File: src/pkt_pkg.sv
// packet replay buffer shared definitions
// default sizes for the top level and the controller state encoding

package pkt_pkg;

    // default packet width in bits
    localparam int DEF_PACKET_W = 32;

    // edge processing elements feeding the buffer
    localparam int DEF_NUM_EDGE_PE = 4;

    // line buffer depth in packets
    localparam int DEF_MAX_LINES = 16;

    // output FIFO depth in packets
    localparam int DEF_FIFO_DEPTH = 8;

    // controller states
    // IDLE   one cycle after reset or a replay restart
    // STREAM writes accepted, reads issued toward the FIFO
    // HOLD   downstream stall, writes only
    // DONE   quiet until the next replay iteration
    typedef enum logic [1:0] {
        IDLE   = 2'd0,
        STREAM = 2'd1,
        HOLD   = 2'd2,
        DONE   = 2'd3
    } cntl_state_t;

endpackage
File: src/packet_replay_top.sv
`timescale 1ns/1ps

// packet replay buffer top level
// controller, single-port line buffer and first-word-fall-through
// output FIFO, sized from the parameters below

module packet_replay_top
    import pkt_pkg::*;
#(
    parameter int PACKET_W    = DEF_PACKET_W,
    parameter int NUM_EDGE_PE = DEF_NUM_EDGE_PE,
    parameter int MAX_LINES   = DEF_MAX_LINES,
    parameter int FIFO_DEPTH  = DEF_FIFO_DEPTH
) (
    input  logic                            clk,
    input  logic                            reset,
    input  logic                            dp_valid,
    input  logic [PACKET_W-1:0]             dp_packet,
    input  logic [NUM_EDGE_PE-1:0]          edge_valid,
    input  logic [NUM_EDGE_PE*PACKET_W-1:0] edge_packet,
    input  logic                            cntl_done,
    input  logic                            replay_iter_flag,
    input  logic                            fifo_stall,
    input  logic                            out_pop,
    output logic                            out_valid,
    output logic [PACKET_W-1:0]             out_data
);

    localparam int AW = (MAX_LINES > 1) ? $clog2(MAX_LINES) : 1;

    logic                sram_wen;
    logic [AW-1:0]       sram_addr;
    logic [PACKET_W-1:0] sram_wdata;
    logic [PACKET_W-1:0] sram_rdata;
    logic                fifo_wr_en;
    logic [PACKET_W-1:0] fifo_wr_data;
    logic                full;

    packet_cntl #(
        .PACKET_W   (PACKET_W),
        .NUM_EDGE_PE(NUM_EDGE_PE),
        .MAX_LINES  (MAX_LINES)
    ) u_cntl (
        .clk             (clk),
        .reset           (reset),
        .replay_iter_flag(replay_iter_flag),
        .cntl_done       (cntl_done),
        .fifo_stall      (fifo_stall),
        .full            (full),
        .dp_valid        (dp_valid),
        .dp_packet       (dp_packet),
        .edge_valid      (edge_valid),
        .edge_packet     (edge_packet),
        .sram_wen        (sram_wen),
        .sram_addr       (sram_addr),
        .sram_wdata      (sram_wdata),
        .sram_rdata      (sram_rdata),
        .fifo_wr_en      (fifo_wr_en),
        .fifo_wr_data    (fifo_wr_data)
    );

    packet_sram #(
        .PACKET_W (PACKET_W),
        .MAX_LINES(MAX_LINES)
    ) u_sram (
        .clk  (clk),
        .wen  (sram_wen),
        .addr (sram_addr),
        .wdata(sram_wdata),
        .rdata(sram_rdata)
    );

    replay_fifo #(
        .PACKET_W  (PACKET_W),
        .FIFO_DEPTH(FIFO_DEPTH)
    ) u_fifo (
        .clk      (clk),
        .reset    (reset),
        .wr_en    (fifo_wr_en),
        .wr_data  (fifo_wr_data),
        .full     (full),
        .pop      (out_pop),
        .out_valid(out_valid),
        .out_data (out_data)
    );

endmodule

File: src/packet_cntl.sv
`timescale 1ns/1ps

// packet replay controller
// stores datapath and edge PE packets into the line buffer in arrival order
// and, in cycles with no write, reads stored lines back oldest first
// for the output FIFO. datapath wins over edge PEs, and among edge PEs
// the highest-numbered valid one is stored

module packet_cntl
    import pkt_pkg::*;
#(
    parameter int PACKET_W    = DEF_PACKET_W,
    parameter int NUM_EDGE_PE = DEF_NUM_EDGE_PE,
    parameter int MAX_LINES   = DEF_MAX_LINES
) (
    input  logic                                         clk,
    input  logic                                         reset,
    input  logic                                         replay_iter_flag,
    input  logic                                         cntl_done,
    input  logic                                         fifo_stall,
    input  logic                                         full,
    input  logic                                         dp_valid,
    input  logic [PACKET_W-1:0]                          dp_packet,
    input  logic [NUM_EDGE_PE-1:0]                       edge_valid,
    input  logic [NUM_EDGE_PE*PACKET_W-1:0]              edge_packet,
    output logic                                         sram_wen,
    output logic [((MAX_LINES > 1) ? $clog2(MAX_LINES) : 1)-1:0] sram_addr,
    output logic [PACKET_W-1:0]                          sram_wdata,
    input  logic [PACKET_W-1:0]                          sram_rdata,
    output logic                                         fifo_wr_en,
    output logic [PACKET_W-1:0]                          fifo_wr_data
);

    localparam int AW = (MAX_LINES > 1) ? $clog2(MAX_LINES) : 1;

    cntl_state_t         state;
    cntl_state_t         next_state;
    logic [AW-1:0]       wr_ptr;
    logic [AW-1:0]       rd_ptr;
    logic                edge_hit;
    logic [PACKET_W-1:0] edge_data;
    logic                accept_en;
    logic                wr_win;
    logic                rd_issue;

    function automatic logic [AW-1:0] next_line(input logic [AW-1:0] ptr);
        next_line = (ptr == AW'(MAX_LINES - 1)) ? '0 : ptr + 1'b1;
    endfunction

    // edge arbitration, later loop index overrides earlier ones
    always_comb begin
        edge_hit  = 1'b0;
        edge_data = '0;
        for (int i = 0; i < NUM_EDGE_PE; i++) begin
            if (edge_valid[i]) begin
                edge_hit  = 1'b1;
                edge_data = edge_packet[i*PACKET_W +: PACKET_W];
            end
        end
    end

    // packets only land while streaming or held
    assign accept_en = ((state == STREAM) || (state == HOLD)) && !cntl_done
                       && !replay_iter_flag;
    assign wr_win    = accept_en && (dp_valid || edge_hit);

    // read only into a FIFO with room, and never past the write pointer
    assign rd_issue = (state == STREAM) && !wr_win && !full && !fifo_stall
                      && !cntl_done && !replay_iter_flag && (rd_ptr != wr_ptr);

    assign sram_wen     = wr_win;
    assign sram_addr    = wr_win ? wr_ptr : rd_ptr;
    assign sram_wdata   = dp_valid ? dp_packet : edge_data;
    assign fifo_wr_data = sram_rdata;

    always_comb begin
        next_state = state;
        case (state)
            IDLE: begin
                next_state = STREAM;
            end
            STREAM: begin
                if (cntl_done) begin
                    next_state = DONE;
                end else if (fifo_stall) begin
                    next_state = HOLD;
                end
            end
            HOLD: begin
                if (cntl_done) begin
                    next_state = DONE;
                end else if (!fifo_stall) begin
                    next_state = STREAM;
                end
            end
            DONE: begin
                // left only through replay_iter_flag or reset
                next_state = DONE;
            end
        endcase
    end

    // a new replay iteration restarts from line 0 like a reset,
    // but the FIFO keeps what it already holds
    always_ff @(posedge clk) begin
        if (reset || replay_iter_flag) begin
            state      <= IDLE;
            wr_ptr     <= '0;
            rd_ptr     <= '0;
            fifo_wr_en <= 1'b0;
        end else begin
            state <= next_state;
            if (wr_win) begin
                wr_ptr <= next_line(wr_ptr);
            end
            if (rd_issue) begin
                rd_ptr <= next_line(rd_ptr);
            end
            // read data is valid one cycle after the read
            fifo_wr_en <= rd_issue;
        end
    end

    // write pointer never laps the read pointer over unread lines
    a_no_overrun: assert property (
        @(posedge clk) disable iff (reset) wr_win |-> (next_line(wr_ptr) != rd_ptr)
    );

    // no line buffer read reaches the FIFO once done
    a_done_quiet: assert property (
        @(posedge clk) disable iff (reset) (state == DONE) |-> !fifo_wr_en
    );

endmodule

File: src/replay_fifo.sv
`timescale 1ns/1ps

// output FIFO of the replay buffer
// first-word-fall-through toward the consumer
// full is raised with one slot still free, which absorbs the read
// the controller may already have in flight when it sees full

module replay_fifo
    import pkt_pkg::*;
#(
    parameter int PACKET_W   = DEF_PACKET_W,
    parameter int FIFO_DEPTH = DEF_FIFO_DEPTH
) (
    input  logic                clk,
    input  logic                reset,
    input  logic                wr_en,
    input  logic [PACKET_W-1:0] wr_data,
    output logic                full,
    input  logic                pop,
    output logic                out_valid,
    output logic [PACKET_W-1:0] out_data
);

    localparam int PW = (FIFO_DEPTH > 1) ? $clog2(FIFO_DEPTH) : 1;
    localparam int CW = $clog2(FIFO_DEPTH + 1);

    logic [PACKET_W-1:0] mem [FIFO_DEPTH];
    logic [PW-1:0]       wr_ptr;
    logic [PW-1:0]       rd_ptr;
    logic [CW-1:0]       count;
    logic                pop_ok;

    function automatic logic [PW-1:0] next_slot(input logic [PW-1:0] ptr);
        next_slot = (ptr == PW'(FIFO_DEPTH - 1)) ? '0 : ptr + 1'b1;
    endfunction

    assign out_valid = (count != '0);
    assign out_data  = mem[rd_ptr];
    assign full      = (count >= CW'(FIFO_DEPTH - 1));

    // pop on an empty FIFO is dropped
    assign pop_ok = pop && out_valid;

    always_ff @(posedge clk) begin
        if (wr_en) begin
            mem[wr_ptr] <= wr_data;
        end
    end

    always_ff @(posedge clk) begin
        if (reset) begin
            wr_ptr <= '0;
            rd_ptr <= '0;
            count  <= '0;
        end else begin
            if (wr_en) begin
                wr_ptr <= next_slot(wr_ptr);
            end
            if (pop_ok) begin
                rd_ptr <= next_slot(rd_ptr);
            end
            count <= count + CW'(wr_en) - CW'(pop_ok);
        end
    end

    // early full must keep the controller's late write from overflowing
    a_no_overflow: assert property (
        @(posedge clk) disable iff (reset) wr_en |-> (count < CW'(FIFO_DEPTH))
    );

endmodule

File: src/packet_sram.sv
`timescale 1ns/1ps

// single-port packet line buffer
// synchronous write when wen is high, registered read otherwise

module packet_sram
    import pkt_pkg::*;
#(
    parameter int PACKET_W  = DEF_PACKET_W,
    parameter int MAX_LINES = DEF_MAX_LINES
) (
    input  logic                                      clk,
    input  logic                                      wen,
    input  logic [((MAX_LINES > 1) ? $clog2(MAX_LINES) : 1)-1:0] addr,
    input  logic [PACKET_W-1:0]                       wdata,
    output logic [PACKET_W-1:0]                       rdata
);

    logic [PACKET_W-1:0] mem [MAX_LINES];

    // one port, so a write cycle gives no read data
    always_ff @(posedge clk) begin
        if (wen) begin
            mem[addr] <= wdata;
        end else begin
            rdata <= mem[addr];
        end
    end

endmodule

File: config.mk
export PLATFORM = sky130hd
export DESIGN_NAME = packet_replay_top
export DESIGN_NICKNAME = d
export VERILOG_FILES = /design/src/pkt_pkg.sv /design/src/packet_replay_top.sv /design/src/packet_cntl.sv /design/src/replay_fifo.sv /design/src/packet_sram.sv
export SDC_FILE = /design/constraint.sdc
export NUM_CORES = 1
export LEC_CHECK = 0
export BUFFER_PORTS_ARGS = -buffer_cell sky130_fd_sc_hd__buf_4
export CORE_ASPECT_RATIO = 2
export CORE_MARGIN = 3
export CORE_UTILIZATION = 50
export CTS_CLUSTER_SIZE = 24
export DETAILED_ROUTE_END_ITERATION = 6
export GPL_ROUTABILITY_DRIVEN = 0
export GPL_TIMING_DRIVEN = 0
export PLACE_DENSITY = 0.8
export SETUP_SLACK_MARGIN = 0.1
export SLEW_MARGIN = 40
export SYNTH_ARGS = -nofsm -noshare
export SYNTH_HDL_FRONTEND = slang
export SYNTH_SLANG_ARGS = --single-unit
File: constraint.sdc
create_clock -name clk -period 5.15 [get_ports clk]
set_input_delay 1.03 -clock clk [delete_from_list [all_inputs] [get_ports clk]]
set_output_delay 1.03 -clock clk [all_outputs]
set_load 0.03 [all_outputs]
==> flow_summary.toml <==
[synthesis]
synth_edf_count = 800
synth_top_cell_by_area = "edfxtp_1"
synth_area_leaders = "edfxtp_1, o21ai_0, mux4_2"
yosys_most_used_dff = "edfxtp_1"
async_flop_share_pct = 0
synth_top_cell_area_share_pct = 72.41
ys_ff_latch = 824
synth_warnings = 0
synthesis.nets = 2325
syn-cell-area_um2 = 33170
ys_seq_area_share_pct = 73.86
ys_types = 53
syn_avg_cell_area_um2 = 15.52
synth_cells = 2137

[sta]
rsz0062_at_grt = "no"
fin_skew_ns = 0.03597
timing.fmax_mhz = 234.6
worst_pin_slew_ns = 0.9564
slew_headroom_pct = 36.24
layout_setup_ws_ns = 0.8867
holdWs_ns = 0.5007
finalCriticalPeriod_ns = 4.263
finalSetupViolations = 0
slew_violations = 0
period_share_pct = 82.78
finalHoldViolCount = 0

[clock_network]
post-cts-setup-buffer-count = 0
ctsHoldBuffers = 0
cts.repair.resized = 0
path_clk_slew_ns = 0.07
h-tree-depth = 2
cts-root-buf = "clkbuf_16"
cts_buffer_depth = 3
cts_sinks = 824
cts_tree = "yes"
cts-buffers-inserted = 60
clkLatencyLatePin_ns = 0.65

[floorplanning]
core_um2 = 65730
initial_core_util_pct = 50.47
dieArea_um2 = 69660
rows = 133
die_h_um = 370.3
io_pins = 204
fp.dieW_um = 188.1

[global_route]
gr-total-overflow = 0
grt_pass1_wl_um = 139900
grt_usage_pct = 26.64
antenna_found_initial = 1
grt_max_degree = 42
grt_pass1_vias = 23400

[worst_setup_path]
critPathRequiredTime_ns = 5.49
ff2ff_setup_slack_ns = 0.89
critPathKind = "reg -> reg"
worst_setup_path_start_kind = "register"
crit_buf_inv = 5
crit_family = "buffers and inverters"
slowest_delay_ns = 0.71
r2r-end = "u_sram.rdata[25]"
startpoint = "u_cntl.state[0]"
path_cells = "inv_1 -> ha_1 -> or3b_1 -> buf_2 -> a21oi_4 -> inv_2 -> buf_6 -> a31oi_4 -> clkbuf_1 -> a41oi_1 -> or4_1"
cp-end-kind = "register"
worst-endpoint-arrival_ns = 4.60
slowest_stage = "clkbuf_1"
reg2reg_from = "u_cntl.state[0]"
reg2regPathDepth = 11
path_depth = 11
cp-endpoint = "u_sram.rdata[25]"
critPathMaxFanout = 41

[placed_design]
io_buffers = 202
place_worst_setup_slack_ns = 0.6344
placed_cells = 3289
place_hpwl_um = 66970

[detailed_routing]
firstDrtPassIters = 7
wl_per_cell_um = 27.68
avgViaCountPerCell = 6.560
drtAntennaViolNets = 0
vias = 22300
first_iter_violations = 3001
drc_errors = 1
wl_um = 94080

[layout]
syn_to_final_growth_pct = 17.87
drive_gt1_share_pct = 21.38
multiInputGateArea_um2 = 8183
fin_util_pct = 59.49
nNetsFinal = 2662
final_cells = 3399
filler_cell_count = 4672
layout_common_cells = "edfxtp_1, o21ai_0, buf_4"
register_area_um2 = 24500
layout_commonest_cell = "edfxtp_1"

[power]
power_density_nw_per_um2 = 348.0
vdd_drop_max_v = 0.0002786
p_leak_nw = 11.96
power_mw = 13.61

[hold_path]
hp-class = "reg -> reg"

[run_status]
failed_checks = "design-rule violations"
status = "finished, violations left"

[run]
drv_cap = 0
==> per-layer routing <==
metal	track usage [%]	part of all wire, %
met2	50.12	54
met1	27.01	30
met3	4.204	8.5
met4	17.20	7.6
met5	0	0
==> flip-flops by register name (all words and copies together), names as in the netlist, named ones only <==
register and count:
u_cntl.fifo_wr_en 1, u_fifo.wr_ptr 3, u_cntl.state 2, u_fifo.rd_ptr 3, u_sram.rdata 32, u_fifo.mem 256
u_fifo.count 4, u_cntl.wr_ptr 4, u_sram.mem 512, u_cntl.rd_ptr 4
==> cells in the mapped netlist, types with 32 or more instances <==
cell,count
or4_1,33
nand2_1,46
o21ai_0,527
nor2_1,36
a221oi_1,32
nor3_1,36
a41oi_1,128
edfxtp_1,800
mux2_2,33
nor2b_1,38
clkbuf_1,159
a21oi_1,42
mux4_2,64
==> kinds of logic after synthesis <==
logic type,after synthesis,synth area share (%)
flip-flops,824,73.86
AO/OA/AOI/OAI,771,13.71
multiplexers,102,5.691
AND/OR/NAND/NOR,216,3.496
buffers and inverters,199,2.365
adder cells (fa/ha/maj),17,0.6638
XOR/XNOR,8,0.2112
==> through the flow <==
step	area, um2	setup TNS (ns)
after global placement	35790	-476.36
after floorplan	33170	0
after CTS	39090	0
after global routing	39100	0
after detailed placement	37180	0
final	39100	0
==> worst register-to-register path: cells and delay by family (launching register included) <==
kind                     cells  cell delay, ns
buffers and inverters        5            1.33
adder cells (fa/ha/maj)      1            0.31
flip-flops                   1            0.38
AND/OR/NAND/NOR              2            0.93
AO/OA/AOI/OAI                3            1.04
==> power breakdown <==
group	internal (mW)	total (mW)	switching, mW
clock	2.47	4.67	2.20
combinational	0.625	1.44	0.819
sequential	7.44	7.49	0.0456
==> worst min-delay path by stage <==
| stage | to | depth (start not counted) | start | slack (ns) |
|---|---|---|---|---|
| 2_1_floorplan | register | 2 | u_fifo.rd_ptr[1] | 0.45 |
| 3_3_place_gp | u_fifo.rd_ptr[1] | 2 | u_fifo.rd_ptr[1] | 0.47 |
| 3_5_place_dp | register | 2 | u_fifo.rd_ptr[1] | 0.48 |
| 4_1_cts | u_fifo.rd_ptr[1] | 2 | u_fifo.rd_ptr[1] | 0.49 |
| 5_1_grt | u_fifo.rd_ptr[1] | 2 | u_fifo.rd_ptr[1] | 0.52 |
| 6_report | u_fifo.wr_ptr[1] | 2 | u_fifo.wr_ptr[1] | 0.50 |
==> final cells by class <==
class,count,share of cell area [%]
repair buffers,275,6.665
flip-flops and latches,824,62.66
plain buffers,183,1.885
clock buffers,75,4.144
multi-input cells,1114,20.93
clock inverters,34,0.7488
inverters,16,0.1536
diodes,1,0.006400
well taps,877,2.806
(Power assumes the default switching activity.)
